--- src/source/acq_ctl_pkg.sv ---
////////////////////////////////////////
// acquisition controller definitions
// command opcodes and FSM states
////////////////////////////////////////

package acq_ctl_pkg;

  // post-trigger counter width
  parameter int unsigned DWP_DEF = 16;

  // commands from the host side
  typedef enum logic [1:0] {
    CMD_NOP  = 2'd0,  // no action
    CMD_ARM  = 2'd1,  // wait for trigger
    CMD_STOP = 2'd2   // abort to idle
  } acq_cmd_t;

  // controller FSM
  typedef enum logic [1:0] {
    ST_IDLE  = 2'd0,  // dropping samples
    ST_ARMED = 2'd1,  // waiting for a tagged sample
    ST_POST  = 2'd2,  // passing post-trigger samples
    ST_DONE  = 2'd3   // capture complete
  } acq_state_t;

endpackage : acq_ctl_pkg

--- src/source/scope_types_pkg.sv ---
////////////////////////////////////////
// stream widths and trigger source codes
// shared by the acquisition datapath
// referenced by scoped name only
////////////////////////////////////////

package scope_types_pkg;

  ////////////////////////////////////////
  // stream widths
  ////////////////////////////////////////

  parameter int unsigned DWI_DEF = 14;  // adc sample width
  parameter int unsigned DWO_DEF = 14;  // reduced stream width

  // decimation
  parameter int unsigned DWC_DEF = 17;  // group counter width
  parameter int unsigned DWS_DEF = 4;   // shift amount width

  ////////////////////////////////////////
  // trigger source select
  ////////////////////////////////////////

  typedef enum logic [1:0] {
    TRG_NONE = 2'd0,  // trigger disabled
    TRG_POS  = 2'd1,  // rising level crossing
    TRG_NEG  = 2'd2,  // falling level crossing
    TRG_EXT  = 2'd3   // external pulse
  } trg_src_t;

endpackage : scope_types_pkg

--- src/source/scope_str_if.sv ---
////////////////////////////////////////
// sample stream between scope stages
// valid/ready handshake plus trigger tag
////////////////////////////////////////

interface scope_str_if #(
  int unsigned DW = scope_types_pkg::DWO_DEF  // sample width
);

  logic signed [DW-1:0] dat;  // sample
  logic                 vld;  // sample valid
  logic                 rdy;  // sink can accept
  logic                 trg;  // sample is a trigger point

  // producing side
  modport src (
    output dat, vld, trg,
    input  rdy
  );

  // consuming side
  modport snk (
    input  dat, vld, trg,
    output rdy
  );

endinterface : scope_str_if

--- src/source/scope_acq_ctl.sv ---
////////////////////////////////////////
// acquisition controller
// armed by command, passes cfg_pst+1
// samples after the trigger sample
////////////////////////////////////////

module scope_acq_ctl #(
  int unsigned DW  = scope_types_pkg::DWO_DEF,  // sample width
  int unsigned DWP = acq_ctl_pkg::DWP_DEF       // post counter width
)(
  input  logic                  clk,
  input  logic                  rstn,
  input  acq_ctl_pkg::acq_cmd_t cmd,
  input  logic        [DWP-1:0] cfg_pst,  // post samples minus one
  scope_str_if.snk              sti,
  output logic signed [DW-1:0]  acq_dat,
  output logic                  acq_vld,
  input  logic                  acq_rdy,
  output logic                  trg_out,   // trigger pulse
  output logic                  acq_done   // capture finished
);

  acq_ctl_pkg::acq_state_t state;
  logic [DWP-1:0]          pst_cnt;  // output transfers in POST
  logic                    in_post;
  logic                    sti_trn;
  logic                    acq_trn;
  logic                    pst_end;

  ////////////////////////////////////////
  // datapath and status
  ////////////////////////////////////////

  assign in_post = (state == acq_ctl_pkg::ST_POST);

  assign acq_dat = sti.dat;
  assign acq_vld = in_post & sti.vld;
  assign sti.rdy = in_post ? acq_rdy : 1'b1;  // drop outside POST

  assign sti_trn = sti.vld & sti.rdy;
  assign acq_trn = acq_vld & acq_rdy;
  assign pst_end = (pst_cnt == cfg_pst);

  // trigger sample itself is discarded
  assign trg_out  = (state == acq_ctl_pkg::ST_ARMED) & sti_trn & sti.trg;
  assign acq_done = (state == acq_ctl_pkg::ST_DONE);

  ////////////////////////////////////////
  // FSM
  ////////////////////////////////////////

  always_ff @(posedge clk) begin
    if (!rstn) begin
      state   <= acq_ctl_pkg::ST_IDLE;
      pst_cnt <= '0;
    end else if (cmd == acq_ctl_pkg::CMD_STOP) begin
      state <= acq_ctl_pkg::ST_IDLE;  // abort from anywhere
    end else begin
      case (state)
        acq_ctl_pkg::ST_IDLE,
        acq_ctl_pkg::ST_DONE: begin
          if (cmd == acq_ctl_pkg::CMD_ARM) state <= acq_ctl_pkg::ST_ARMED;
        end
        acq_ctl_pkg::ST_ARMED: begin
          if (trg_out) begin
            state   <= acq_ctl_pkg::ST_POST;
            pst_cnt <= '0;
          end
        end
        acq_ctl_pkg::ST_POST: begin
          if (acq_trn) begin
            if (pst_end) state   <= acq_ctl_pkg::ST_DONE;
            else         pst_cnt <= pst_cnt + 1'b1;
          end
        end
        default: state <= acq_ctl_pkg::ST_IDLE;
      endcase
    end
  end

  ap_trg_pulse: assert property (@(posedge clk) disable iff (!rstn)
    trg_out |=> !trg_out);

  // stalled capture sample stays valid and unchanged in POST
  ap_vld_hold: assert property (@(posedge clk) disable iff (!rstn)
    acq_vld && !acq_rdy && (cmd != acq_ctl_pkg::CMD_STOP) |=> acq_vld && $stable(acq_dat));

endmodule : scope_acq_ctl

--- src/source/scope_dec_avg.sv ---
////////////////////////////////////////
// decimator with optional averaging
// reduces the adc stream by cfg_dec+1
// sum is shifted right by cfg_shr
////////////////////////////////////////

module scope_dec_avg #(
  int unsigned DWI = scope_types_pkg::DWI_DEF,  // input width
  int unsigned DWO = scope_types_pkg::DWO_DEF,  // output width
  int unsigned DWC = scope_types_pkg::DWC_DEF,  // group counter width
  int unsigned DWS = scope_types_pkg::DWS_DEF   // shift width
)(
  input  logic                  clk,
  input  logic                  rstn,
  input  logic                  ctl_clr,  // restart group
  input  logic                  cfg_avg,  // 1 = sum and shift
  input  logic        [DWC-1:0] cfg_dec,  // group size minus one
  input  logic        [DWS-1:0] cfg_shr,  // right shift of sum
  input  logic signed [DWI-1:0] sti_dat,
  input  logic                  sti_vld,
  output logic                  sti_rdy,
  scope_str_if.src              sto
);

  logic signed [DWC+DWI-1:0] sum;      // running group sum
  logic signed [DWC+DWI-1:0] sum_nxt;  // sum incl. current sample
  logic signed [DWC+DWI-1:0] sum_shr;  // scaled group sum
  logic        [DWC-1:0]     cnt;      // samples seen in group
  logic                      sti_trn;
  logic                      grp_end;  // current sample closes group
  logic                      grp_ld;   // load output register

  ////////////////////////////////////////
  // handshake
  ////////////////////////////////////////

  assign sti_rdy = sto.rdy | ~sto.vld;  // free slot or draining
  assign sti_trn = sti_vld & sti_rdy;

  assign grp_end = (cnt == cfg_dec);
  assign grp_ld  = sti_trn & grp_end & ~ctl_clr;

  assign sum_nxt = sum + sti_dat;  // sign extended add
  assign sum_shr = sum_nxt >>> cfg_shr;

  assign sto.trg = 1'b0;  // no trigger info at this stage

  ////////////////////////////////////////
  // group counter and accumulator
  ////////////////////////////////////////

  always_ff @(posedge clk) begin
    if (!rstn) begin
      cnt     <= '0;
      sum     <= '0;
      sto.vld <= 1'b0;
    end else begin
      if (ctl_clr) begin
        cnt <= '0;  // pending output stays
        sum <= '0;
      end else if (sti_trn) begin
        if (grp_end) begin
          cnt <= '0;
          sum <= '0;  // next sample starts a fresh sum
        end else begin
          cnt <= cnt + 1'b1;
          sum <= sum_nxt;
        end
      end
      // output valid
      if (grp_ld) begin
        sto.vld <= 1'b1;
      end else if (sto.rdy) begin
        sto.vld <= 1'b0;
      end
    end
  end

  // output sample, low DWO bits only
  always_ff @(posedge clk) begin
    if (grp_ld) begin
      sto.dat <= cfg_avg ? sum_shr[DWO-1:0] : DWO'(sti_dat);
    end
  end

  // a waiting sample must stay put until taken
  ap_hold: assert property (@(posedge clk) disable iff (!rstn)
    sto.vld && !sto.rdy |=> sto.vld && $stable(sto.dat));

endmodule : scope_dec_avg

--- src/source/scope_edge_trg.sv ---
////////////////////////////////////////
// edge trigger stage
// level crossing with hysteresis or an
// external pulse tags the sample stream
////////////////////////////////////////

module scope_edge_trg #(
  int unsigned DW = scope_types_pkg::DWO_DEF  // sample width
)(
  input  logic                      clk,
  input  logic                      rstn,
  input  scope_types_pkg::trg_src_t cfg_src,  // trigger source
  input  logic signed [DW-1:0]      cfg_lvl,  // trigger level
  input  logic        [DW-1:0]      cfg_hys,  // hysteresis band
  input  logic                      trg_ext,  // external pulse
  scope_str_if.snk                  sti,
  scope_str_if.src                  sto
);

  logic signed [DW+1:0] dat_ext;  // two guard bits vs overflow
  logic signed [DW+1:0] lvl_ext;
  logic signed [DW+1:0] hys_ext;
  logic signed [DW+1:0] thr_lo;   // rising arm threshold
  logic signed [DW+1:0] thr_hi;   // falling arm threshold
  logic                 sti_trn;
  logic                 hys_arm;  // band left on the far side
  logic                 hys_set;  // current sample arms
  logic                 ext_pnd;  // latched external pulse
  logic                 tag;      // current sample is trigger

  assign sti.rdy = sto.rdy | ~sto.vld;
  assign sti_trn = sti.vld & sti.rdy;

  assign dat_ext = sti.dat;
  assign lvl_ext = cfg_lvl;
  assign hys_ext = {2'b00, cfg_hys};  // band is unsigned
  assign thr_lo  = lvl_ext - hys_ext;
  assign thr_hi  = lvl_ext + hys_ext;

  ////////////////////////////////////////
  // trigger decision
  ////////////////////////////////////////

  always_comb begin
    hys_set = 1'b0;
    tag     = 1'b0;
    case (cfg_src)
      scope_types_pkg::TRG_POS: begin
        hys_set = (dat_ext <= thr_lo);
        tag     = hys_arm && (dat_ext >= lvl_ext);
      end
      scope_types_pkg::TRG_NEG: begin
        hys_set = (dat_ext >= thr_hi);
        tag     = hys_arm && (dat_ext <= lvl_ext);
      end
      scope_types_pkg::TRG_EXT: tag = ext_pnd;
      default:                  tag = 1'b0;  // TRG_NONE
    endcase
  end

  always_ff @(posedge clk) begin
    if (!rstn) begin
      hys_arm <= 1'b0;
      ext_pnd <= 1'b0;
    end else begin
      if ((cfg_src == scope_types_pkg::TRG_POS) || (cfg_src == scope_types_pkg::TRG_NEG)) begin
        if (sti_trn && tag) begin
          hys_arm <= 1'b0;  // one trigger per arm
        end else if (sti_trn && hys_set) begin
          hys_arm <= 1'b1;
        end
      end else begin
        hys_arm <= 1'b0;
      end
      // external pulse waits for the next sample
      if (cfg_src != scope_types_pkg::TRG_EXT) ext_pnd <= 1'b0;
      else if (trg_ext)                        ext_pnd <= 1'b1;
      else if (sti_trn)                        ext_pnd <= 1'b0;
    end
  end

  ////////////////////////////////////////
  // output register
  ////////////////////////////////////////

  always_ff @(posedge clk) begin
    if (!rstn) begin
      sto.vld <= 1'b0;
      sto.trg <= 1'b0;
    end else if (sti_trn) begin
      sto.vld <= 1'b1;
      sto.trg <= tag | sti.trg;  // keep upstream tags
    end else if (sto.rdy) begin
      sto.vld <= 1'b0;
      sto.trg <= 1'b0;
    end
  end

  always_ff @(posedge clk) begin
    if (sti_trn) sto.dat <= sti.dat;
  end

  ap_trg_vld: assert property (@(posedge clk) disable iff (!rstn)
    sto.trg |-> sto.vld);

endmodule : scope_edge_trg

--- src/source/scope_top.sv ---
////////////////////////////////////////
// scope acquisition path top level
// decimator -> edge trigger -> capture
// configuration arrives on plain ports
////////////////////////////////////////

module scope_top #(
  int unsigned DWI = scope_types_pkg::DWI_DEF,
  int unsigned DWO = scope_types_pkg::DWO_DEF,
  int unsigned DWC = scope_types_pkg::DWC_DEF,
  int unsigned DWS = scope_types_pkg::DWS_DEF,
  int unsigned DWP = acq_ctl_pkg::DWP_DEF
)(
  input  logic                      clk,
  input  logic                      rstn,
  // adc stream in
  input  logic signed [DWI-1:0]     adc_dat,
  input  logic                      adc_vld,
  output logic                      adc_rdy,
  // captured stream out
  output logic signed [DWO-1:0]     acq_dat,
  output logic                      acq_vld,
  input  logic                      acq_rdy,
  // control and configuration
  input  logic                      ctl_clr,
  input  acq_ctl_pkg::acq_cmd_t     cmd,
  input  logic                      cfg_avg,
  input  logic        [DWC-1:0]     cfg_dec,
  input  logic        [DWS-1:0]     cfg_shr,
  input  scope_types_pkg::trg_src_t cfg_src,
  input  logic signed [DWO-1:0]     cfg_lvl,
  input  logic        [DWO-1:0]     cfg_hys,
  input  logic        [DWP-1:0]     cfg_pst,
  input  logic                      trg_ext,
  // status
  output logic                      trg_out,
  output logic                      acq_done
);

  scope_str_if #(.DW(DWO)) str_dec ();  // reduced stream
  scope_str_if #(.DW(DWO)) str_trg ();  // tagged stream

  scope_dec_avg #(.DWI(DWI), .DWO(DWO), .DWC(DWC), .DWS(DWS)) u_dec (
    .clk(clk), .rstn(rstn),
    .ctl_clr(ctl_clr),
    .cfg_avg(cfg_avg), .cfg_dec(cfg_dec), .cfg_shr(cfg_shr),
    .sti_dat(adc_dat), .sti_vld(adc_vld), .sti_rdy(adc_rdy),
    .sto(str_dec)
  );

  scope_edge_trg #(.DW(DWO)) u_trg (
    .clk(clk), .rstn(rstn),
    .cfg_src(cfg_src), .cfg_lvl(cfg_lvl), .cfg_hys(cfg_hys),
    .trg_ext(trg_ext),
    .sti(str_dec), .sto(str_trg)
  );

  scope_acq_ctl #(.DW(DWO), .DWP(DWP)) u_acq (
    .clk(clk), .rstn(rstn),
    .cmd(cmd), .cfg_pst(cfg_pst),
    .sti(str_trg),
    .acq_dat(acq_dat), .acq_vld(acq_vld), .acq_rdy(acq_rdy),
    .trg_out(trg_out), .acq_done(acq_done)
  );

endmodule : scope_top

--- config.mk ---
export PLATFORM = sky130hd
export DESIGN_NAME = scope_top
export DESIGN_NICKNAME = d
export VERILOG_FILES = /design/src/source/acq_ctl_pkg.sv /design/src/source/scope_types_pkg.sv /design/src/source/scope_str_if.sv /design/src/source/scope_acq_ctl.sv /design/src/source/scope_dec_avg.sv /design/src/source/scope_edge_trg.sv /design/src/source/scope_top.sv
export SDC_FILE = /design/constraint.sdc
export NUM_CORES = 1
export LEC_CHECK = 0
export ABC_AREA = 1
export BUFFER_PORTS_ARGS = -buffer_cell sky130_fd_sc_hd__buf_4
export CAP_MARGIN = 15
export CORE_MARGIN = 1
export CORE_UTILIZATION = 55
export DETAILED_ROUTE_END_ITERATION = 10
export PLACE_DENSITY = 0.74
export SYNTH_ARGS = -nofsm -noshare
export SYNTH_HDL_FRONTEND = slang
export SYNTH_SLANG_ARGS = --single-unit
--- constraint.sdc ---
create_clock -name clk -period 6.45 [get_ports clk]
set_input_delay 0.3225 -clock clk [delete_from_list [all_inputs] [get_ports clk]]
set_output_delay 0.3225 -clock clk [all_outputs]
set_load 0.01 [all_outputs]
== Word level (Yosys, flattened, before mapping) ==
Cells that the tools add are included.
Operators by class
  add/sub/neg operators: 5
  order comparisons: 4
  equality and inequality tests: 16
  shifts and indexed selects: 1
  mux-type cells: 22
  bitwise logic cells: 17
  reduce and logical (&&, ||, !) cells: 17
Operators by type and width (number)
  $mux W16: 3
  $pmux W16 S2: 1
  $add A31 B14 Y31: 1
  $mux W31: 1
  $sshr A31 B4 Y14: 1
  $add A17 B1 Y17 const B: 1
  $eq A17 B17 Y1: 1
  $mux W17: 1
  $add A14 B15 Y16: 1
  $add A16 B1 Y16 const B: 1
  $eq A16 B16 Y1: 1
  $ge A14 B16 Y1: 1
  $le A14 B16 Y1: 1
  $sub A14 B15 Y16: 1
  $ge A14 B14 Y1: 1
  $le A14 B14 Y1: 1
  $mux W14: 1
  $eq A2 B2 Y1 const B: 5
  $ne A2 B2 Y1 const B: 5
  $and A1 B1 Y1: 9
  $mux W1: 8
  $mux W2: 4
  $reduce_bool A2 Y1: 4
  $reduce_or A2 Y1: 4
  other kinds (13): 24
Word-level totals
  bits in registers: 99
  logic and storage cells: 93

== Longest topological paths before layout ==
Gate-level depths: netlist of run 1.
  word-level depth: 8
  depth in mapped cells: 26

== Cells and area by module ==
A second synthesis of run 1 with hierarchy kept.
Unflattened totals
  cell total of the unflattened synthesis: 1781
  area total of the unflattened synthesis: 11005.6 um^2
Modules (own cells, without submodules)
  scope_dec_avg: instances 1, cells each 1021, area an instance 5975.7 um^2
  scope_edge_trg: instances 1, cells each 457, area an instance 3246.9 um^2
  scope_acq_ctl: instances 1, cells each 303, area an instance 1783.0 um^2

== Worst setup path before layout of run 1 ==
OpenSTA, ideal clock, no wires.
  kind: input-to-reg
  start: input cfg_hys[2]
  end: register u_trg.hys_arm
  data arrival time: 3056 ps
  setup slack: 3330 ps
  cell stages on the path: 24
  path buffers: 0
  cells stage by stage: inv_1 > ha_1 > inv_2 > a21o_1 > a31oi_1 > o21ai_1 > nand2_1 > a21oi_1 > a21boi_2 > o21ai_1 > xor2_1 > ha_1 > nand2_1 > inv_1 > nand3_1 > inv_1 > a21oi_1 > nand2_1 > or2_2 > nand3_1 > nand2_1 > nand2_1 > a21oi_1 > nor2_1
Between the ends
  longest elaborated chain between the ends: 4
  elaborated cells between the ends (all ways): 6
  those cells by class: add/sub (2); order compare (2); mux (1); reduce/logical (1)
Ends and longest elaborated chain
  from (decl): line scope_top.sv:32  | input logic [DWO-1:0] cfg_hys,
  $add A14 B15 Y16 / $sub A14 B15 Y16 (equally long branches): line scope_edge_trg.sv:38, scope_edge_trg.sv:37
  $ge A14 B16 Y1 / $le A14 B16 Y1 (equally long branches): line scope_edge_trg.sv:53, scope_edge_trg.sv:49
  $pmux W1 S2 *: line scope_edge_trg.sv:47  | case (cfg_src)
  $logic_and A1 B1 Y1 *: line scope_edge_trg.sv:69  | end else if (sti_trn && hys_set) begin
  to (signal assigned): line scope_edge_trg.sv:68  | hys_arm <= 1'b0;
  to (signal assigned): line scope_edge_trg.sv:70  | hys_arm <= 1'b1;
  to (signal assigned): line scope_edge_trg.sv:73  | hys_arm <= 1'b0;
  to (decl): line scope_edge_trg.sv:26  | logic hys_arm;
Every way passes the cells marked *; elsewhere a longest branch is shown, timed or not.
A chain may end at the register's enable or synchronous reset.

== Worst setup path in the final report of run 1 ==
  start: register u_acq.state[0]
  end: register u_dec.sum[15]
Between the ends
  longest elaborated chain between the ends: 5
Ends and longest elaborated chain
  from (decl): line scope_acq_ctl.sv:23  | acq_ctl_pkg::acq_state_t state;
  from (signal assigned): line scope_acq_ctl.sv:54  | state <= acq_ctl_pkg::ST_IDLE;
  from (signal assigned): line scope_acq_ctl.sv:57  | state <= acq_ctl_pkg::ST_IDLE;
  from (signal assigned): line scope_acq_ctl.sv:62  | if (cmd == acq_ctl_pkg::CMD_ARM) state <= acq_ctl_pkg::ST_ARMED;
  $eq A2 B2 Y1: line scope_acq_ctl.sv:34  | assign in_post = (state == acq_ctl_pkg::ST_POST);
  $mux W1: line scope_acq_ctl.sv:38  | assign sti.rdy = in_post ? acq_rdy : 1'b1;
  $or A1 B1 Y1: line scope_edge_trg.sv:31  | assign sti.rdy = sto.rdy | ~sto.vld;
  $or A1 B1 Y1: line scope_dec_avg.sv:37  | assign sti_rdy = sto.rdy | ~sto.vld;
  $and A1 B1 Y1: line scope_dec_avg.sv:38  | assign sti_trn = sti_vld & sti_rdy;
  to (signal assigned): line scope_dec_avg.sv:67  | sum <= sum_nxt;
  to (decl): line scope_dec_avg.sv:25  | logic signed [DWC+DWI-1:0] sum;
No other way between the ends.

==> flow_metrics.env, run 1 <==
export IMPL_vdd_ir_drop_max_mv=0.130
export IMPL_max_cap_violations=0
export IMPL_cts_inserted_buffers=9
export IMPL_fin_cells=1925
export IMPL_path_cells="inv_1 > ha_1 > nand2_2 > nor2_2 > nand2_4 > nand2_4 > inv_2 > nand2_1 > clkinv_1 > a22oi_1 > nor2_1"
export IMPL_internal_power_mw=1.20
export IMPL_required_ns=6.68
export IMPL_synthTopCellsByArea="nand2_1 17%, ha_1 14%, dfxtp_1 14%"
export IMPL_rsz0062_at_grt="no"
export IMPL_clk_pin_slew_ns=0.07
export IMPL_pin_count=108
export IMPL_drtIter0Drc=714
export IMPL_antenna_found_initial=0
export IMPL_cts_sinks=97
export IMPL_critPathMaxFanout=34
export IMPL_netlist_area_sq_mm=0.0102
export IMPL_dp_hpwl_microns=22800
export IMPL_endpoint_kind="flip-flop"
export IMPL_fillers=1762
export IMPL_power_frac_seq_pct=34.2
export IMPL_fin_hold_ws_ns=0.187
export IMPL_combPwrFrac_pct=36.0
export IMPL_cp_common_cell="nand2_4"
export IMPL_die_width_microns=138
export IMPL_core_area_sq_mm=0.0180
export IMPL_clkPwrFrac_pct=29.8
export IMPL_finalCritPeriodShare_pct=52.0
export IMPL_post_cts_buffers=0
export IMPL_p_sw_mw=0.707
export IMPL_dpl_instance_area_sq_mm=0.0111
export IMPL_hold_violations=0
export IMPL_regArea_sq_mm=0.00222
export IMPL_ys_seq_elements=97
export IMPL_netlist_instances=1611
export IMPL_clockRootBuffer="clkbuf_16"
export IMPL_relSlewSlack_pct=34.3
export IMPL_slew_viol_final=0
export IMPL_grt_max_degree=35
export IMPL_antenna_diode_count=0
export IMPL_stdcell_area_sq_mm=0.0114
export IMPL_arrival_ns=3.58
export IMPL_wl_per_cell_microns=14.7
export IMPL_insertion_delay_ns=0.35
export IMPL_setup_viol=0
export IMPL_cts_htree_levels=3
export IMPL_drive_gt1_share_pct=9.55
export IMPL_clock_path_buffers=2
export IMPL_tightest_slew_ns=0.984
export IMPL_synth_largest_area_cell="nand2_1"
export IMPL_cts_tree="yes"
export IMPL_critPathLaunchType="flip-flop"
export IMPL_via_per_inst=5.50
export IMPL_hold_class="in2reg"
export IMPL_cts_hold_buffers=0
export IMPL_fin_crit_ns=3.36
export IMPL_dieArea_sq_mm=0.0191
export IMPL_avgSynthCellArea_sq_um=6.32
export IMPL_netlist_area_leader_share_pct=17.1
export IMPL_cpPeakStageDelay_ns=0.79
export IMPL_power_mw=1.90
export IMPL_multi_input_area_sq_mm=0.00694
export IMPL_grt_pass1_wl_microns=46200
export IMPL_route_vias_total=10600
export IMPL_place_gp_congestion=1.00
export IMPL_fin_skew_ns=0.0109
export IMPL_io_buffers=107
export IMPL_final_util_pct=63.4
export IMPL_ant_nets=0
export IMPL_netSwitchingFraction_pct=37.2
export IMPL_grtUsageTotal_pct=29.4
export IMPL_ys_warn_count=0
export IMPL_drt_pass1_iter_count=5
export IMPL_yosysSeqAreaShare_pct=21.8
export IMPL_wirelength_microns=28300
export IMPL_num_rows=49
export IMPL_place_ws_ns=2.82
export IMPL_ctsResizeCount=0
export IMPL_synth_nets=1817
export IMPL_drc=0
export IMPL_setup_tns_ns=0
export IMPL_ys_types=50
export IMPL_criticalPathCategory="reg2reg"
export IMPL_p_per_area_mw_per_mm2=167
export IMPL_dp_cells=1909
export IMPL_initial_utilization_pct=56.5
export IMPL_critPathSlowestCell="clkinv_1"
export IMPL_timing_final_ws_setup_ns=3.09
export IMPL_leakagePower_nw=5.77
export IMPL_layout_nets=1897
export IMPL_grt_pass1_vias=9858
export IMPL_status="completed"
export IMPL_area_growth_pct=12.3
export IMPL_grt_ovfl_total=0
export IMPL_fmax_mhz=298
export IMPL_die_y_microns=138
path summary, 6_finish.rpt:
| check | startpoint | endpoint | slack [ns] | cells past startpoint |
|---|---|---|---|---|
| setup reg to reg | u_acq.state[0] | u_dec.sum[15] | 3.09 | 11 |
| hold / removal | trg_ext | u_trg.ext_pnd | 0.19 | 3 |
| hold reg to reg | u_dec.sto.dat[0] | u_trg.sto.dat[0] | 0.46 | 0 |
| setup / recovery | u_acq.state[0] | u_dec.sum[15] | 3.09 | 11 |
cell type report:
class | instances | area share (%)
Multi-Input combinational cell | 1247 | 60.7
Sequential cell | 97 | 19.4
Inverter | 227 | 7.47
Timing Repair Buffer | 109 | 7.16
Tap cell | 229 | 2.51
Clock buffer | 9 | 1.97
Clock inverter | 7 | 0.756
state kept, by name (all words and copies together) (netlist names):
| signal | flops |
|---|---|
| u_acq.pst_cnt | 16 |
| u_trg.sto.vld | 1 |
| u_trg.ext_pnd | 1 |
| u_trg.sto.trg | 1 |
| u_trg.sto.dat | 14 |
| u_dec.cnt | 17 |
| u_dec.sum | 29 |
| u_acq.state | 2 |
| u_dec.sto.dat | 14 |
| u_dec.sto.vld | 1 |
| u_trg.hys_arm | 1 |
routing by layer:
| metal | wire length [microns] | track usage [%] | up-vias |
|---|---|---|---|
| met5 | 0 | 0 | - |
| met4 | 869 | 11.9 | 0 |
| li1 | - | - | 5411 |
| met2 | 13100 | 49.4 | 374 |
| met3 | 1810 | 3.01 | 59 |
| met1 | 12500 | 38.6 | 4736 |
power groups by stage:
| stage | sequential (mW) | combinational (mW) | clock [mW] |
|---|---|---|---|
| floorplan | 0.662 | 0.488 | 0 |
| CTS | 0.650 | 0.677 | 0.580 |
| global route | 0.652 | 0.771 | 0.599 |
| global placement | 0.664 | 0.662 | 0 |
| detailed placement | 0.664 | 0.670 | 0 |
| finish | 0.650 | 0.686 | 0.567 |
logic make-up (layout without fill, tap and decap cells):
kind of cell,count (synthesis),count (layout),synth area share [%]
AOI/OAI and AO/OA,195,195,10.5
xor gates and xnor gates,78,78,6.71
adders and majority gates,116,116,14.5
buffers and inverters,267,352,10.0
DFF,97,97,21.8
and+or+nand+nor,858,858,36.5
placed cells by master (no fill, tap or decap), types with 2 or more instances in the layout:
cell and count:
o21a_1 3, a211oi_1 2, nor4_1 10, and2_1 3, buf_4 109, inv_6 2, or2_2 5, o211ai_1 8
dfxtp_1 69, nor2_1 111, nand2_1 464, a22oi_1 3, clkbuf_16 9, xor2_1 52, o21ai_0 32, inv_1 221
a21oi_1 119, nor2_2 9, clkinv_2 2, nand2_2 7, nor3_1 25, nand3b_1 8, fa_1 3, nand3_2 2
ha_1 113, nand4_1 24, a31oi_1 7, o21ai_1 9, inv_2 4, nand3_1 184, nand2_4 2, xnor2_1 26
edfxtp_1 28, o21bai_1 2
critical path, delay by kind of cell, from the launching register on:
family / cells / cell delay (ns)
AOI/OAI and AO/OA: 1 / 0.42
DFF: 1 / 0.34
buffers and inverters: 3 / 0.99
and+or+nand+nor: 6 / 1.02
adders and majority gates: 1 / 0.44
synthesized netlist by cell type, drive strengths merged:
cell,instances
o21a,3
ha,113
a22oi,3
xor2,52
a21oi,119
buf,19
nand3b,8
o22ai,1
xnor2,26
a21o,1
dfxtp,69
edfxtp,28
nor3,26
a31oi,7
and2,3
or2,5
nor2,121
o21ai,42
o311ai,1
fa,3
o21bai,2
o211ai,8
nand3,186
inv,225
nor3b,2
a21boi,2
nand2,473
clkbuf,21
nand4,24
o31ai,2
a31o,1
a211oi,2
o2111ai,1
clkinv,2
nor4,10
No activity file was read; power rests on OpenSTA's default activity.
==> run 2, diff against run 1 <==
--- a/config.mk
+++ b/config.mk
@@ -11,7 +11,7 @@
 export CORE_MARGIN = 1
 export CORE_UTILIZATION = 55
 export DETAILED_ROUTE_END_ITERATION = 10
-export PLACE_DENSITY = 0.74
+export PLACE_DENSITY = 0.77
 export SYNTH_ARGS = -nofsm -noshare
 export SYNTH_HDL_FRONTEND = slang
 export SYNTH_SLANG_ARGS = --single-unit
==> constraint.sdc (replaced) <==
create_clock -name clk -period 2.8 [get_ports clk]
set_input_delay 0.14 -clock clk [delete_from_list [all_inputs] [get_ports clk]]
set_output_delay 0.14 -clock clk [all_outputs]
set_load 0.01 [all_outputs]
==> run 2 against run 1 <==
Count of clock-buffer cells in the layout grew 1. Critical path depth increased by 13. Largest power group unchanged. Critical path type is now in2reg. Hold slack lost 0.18 ns. Routed wire length rose by 4.0%.
==> flow_metrics.env, run 2 (same netlist as run 1, synthesis figures left out) <==
export IMPL_status="completed"
export IMPL_combPwrFrac_pct=39.0
export IMPL_cp_top_family="compound AO/OA/AOI/OAI gates"
export IMPL_final_common_cell="nand2_1"
export IMPL_arrival_ns=3.03
export IMPL_largest_register="u_dec.sum"
export IMPL_p_per_area_mw_per_mm2=377
export IMPL_path_cells="buf_6 > ha_4 > inv_6 > a21o_1 > a31oi_4 > o21ai_2 > nand2_2 > a21oi_4 > a21boi_2 > o21ai_1 > xor2_1 > ha_1 > nand2_1 > inv_1 > nand3_2 > nor3_2 > nand2_1 > nand2_1 > or2_4 > nand3_2 > nand2_2 > nand2_2 > a21oi_2 > nor2_1"
export IMPL_grt_pass1_vias=10100
export IMPL_wirelength_microns=29400
export IMPL_fmax_mhz=361
export IMPL_r2r_start="u_dec.sum[0]"
export IMPL_cts_tree="yes"
export IMPL_pin_count=108
export IMPL_layout_nets=1975
export IMPL_holdCritStartpoint="trg_ext"
export IMPL_leakagePower_nw=6.18
export IMPL_drc=0
export IMPL_mostFrequentLayoutCells="458 x nand2_1, 218 x inv_1, 185 x buf_4"
export IMPL_hold_depth=3
export IMPL_wl_per_cell_microns=14.7
export IMPL_clkPwrFrac_pct=28.4
export IMPL_die_y_microns=138
export IMPL_route_vias_total=10900
export IMPL_reg2reg_to="u_dec.sto.dat[5]"
export IMPL_relSlewSlack_pct=37.8
export IMPL_cpPeakStageDelay_ns=0.32
export IMPL_finalCritPeriodShare_pct=98.9
export IMPL_netSwitchingFraction_pct=37.8
export IMPL_grt_ovfl_total=0
export IMPL_critPathSlowestCell="ha_1"
export IMPL_reg_top3="u_dec.sum x29, u_dec.cnt x17, u_acq.pst_cnt x16"
export IMPL_drtIter0Drc=813
export IMPL_tightest_slew_ns=0.931
export IMPL_fin_hold_ws_ns=0.0100
export IMPL_drt_pass1_iter_count=5
export IMPL_p_sw_mw=1.74
export IMPL_grt_pass1_wl_microns=47600
export IMPL_criticalPathCategory="in2reg"
export IMPL_grtUsageTotal_pct=30.5
export IMPL_setup_viol=0
export IMPL_core_area_sq_mm=0.0180
export IMPL_insertion_delay_ns=0.36
export IMPL_clk_pin_slew_ns=0.07
export IMPL_io_buffers=107
export IMPL_internal_power_mw=2.87
export IMPL_fillers=1622
export IMPL_dieArea_sq_mm=0.0191
export IMPL_crit_cells=24
export IMPL_num_rows=49
export IMPL_r2r_cells=14
export IMPL_multi_input_area_sq_mm=0.00714
export IMPL_dp_cells=1979
export IMPL_cts_inserted_buffers=9
export IMPL_regArea_sq_mm=0.00222
export IMPL_cts_htree_levels=3
export IMPL_worstHoldEndpoint="u_trg.ext_pnd"
export IMPL_fin_skew_ns=0.0122
export IMPL_fin_cells=2003
export IMPL_cts_sinks=97
export IMPL_area_growth_pct=20.2
export IMPL_critPathLaunchType="primary input"
export IMPL_clock_path_buffers=2
export IMPL_dp_hpwl_microns=23700
export IMPL_initial_utilization_pct=56.5
export IMPL_final_util_pct=67.9
export IMPL_power_frac_seq_pct=32.6
export IMPL_hold_class="in2reg"
export IMPL_fin_crit_ns=2.77
export IMPL_die_width_microns=138
export IMPL_max_cap_violations=0
export IMPL_rsz0062_at_grt="yes"
export IMPL_hold_violations=0
export IMPL_antenna_diode_count=0
export IMPL_r2r_slack_ns=0.12
export IMPL_largest_reg_flops=29
export IMPL_antenna_found_initial=0
export IMPL_required_ns=3.06
export IMPL_drive_gt1_share_pct=15.9
export IMPL_critPathMaxFanout=4
export IMPL_clockRootBuffer="clkbuf_16"
export IMPL_via_per_inst=5.46
export IMPL_slew_viol_final=0
export IMPL_place_gp_congestion=1.00
export IMPL_grt_max_degree=34
export IMPL_ant_nets=0
export IMPL_endpoint_kind="flip-flop"
export IMPL_cp_buffers_inverters=3
export IMPL_vdd_ir_drop_max_mv=0.363
## run 2: cell types whose count changed in the layout (fill, tap and decap cells not counted), moves of 4 or more
cell | before | now
a21oi_1 | 119 | 112
nand3_1 | 184 | 176
o21ai_0 | 32 | 28
ha_1 | 113 | 108
a21oi_2 | 0 | 6
buf_4 | 109 | 185
nand2_2 | 7 | 13
nand2_1 | 464 | 458
o21ai_2 | 1 | 5
nand3_2 | 2 | 10
## run 2: worst min-delay path, delay by kind of cell
| family | cells | cell delay (ns) |
|---|---|---|
| compound gates | 1 | 0.03 |
| simple gates | 1 | 0.07 |
| buf+inv | 1 | 0.09 |
## run 2: repair_timing
item,4_1_cts,5_1_grt
hold buffers,0,0
setup endpoints to repair,0,10
resized for setup,0,50
buffers inserted,0,8
## run 2: routing by layer
metal / up-vias / wire length, microns / GRT usage [%]
li1: 5582 / - / -
met3: 72 / 1510 / 3.36
met4: 0 / 919 / 12.2
met5: - / 0 / 0
met2: 347 / 13800 / 51.6
met1: 4929 / 13100 / 39.7
## run 2: metrics by stage
step	cell area (sq um)	power [mW]	worst slack (ns)	TNS, ns
floorplan	10200	2.66	-0.000273	-0.000273
global placement	11700	3.19	-0.255	-0.255
detailed placement	11700	3.22	-0.338	-0.338
CTS	12000	4.53	0.0182	0
global route	12200	4.88	-0.172	-0.174
finish	12200	4.61	0.0307	0
## run 2: power groups by stage
stage / logic, mW / clock network [mW] / registers, mW
2_1_floorplan: 1.13 / 0 / 1.52
3_3_place_gp: 1.66 / 0 / 1.53
3_5_place_dp: 1.69 / 0 / 1.53
4_1_cts: 1.71 / 1.33 / 1.50
5_1_grt: 2.01 / 1.37 / 1.50
6_report: 1.80 / 1.31 / 1.50
## run 2: worst max-delay path by stage
stage                          start       endpoint  slack [ns]
final                     cfg_lvl[2]  u_trg.hys_arm        0.03
after global routing      cfg_hys[4]  u_trg.hys_arm       -0.17
after CTS                 cfg_hys[2]  u_trg.hys_arm        0.02
after detailed placement  cfg_hys[2]  u_trg.hys_arm       -0.34
after global placement    cfg_hys[2]  u_trg.hys_arm       -0.26
after floorplan           cfg_hys[5]  u_trg.hys_arm     -0.0003
## run 2: cell type report
class	count	area share, %
timing repair buffer	187	11.6
clock buffer	10	2.05
tap	229	2.34
multi-input combinational	1247	58.4
clock inverter	6	0.460
inverter	227	7.04
sequential	97	18.2
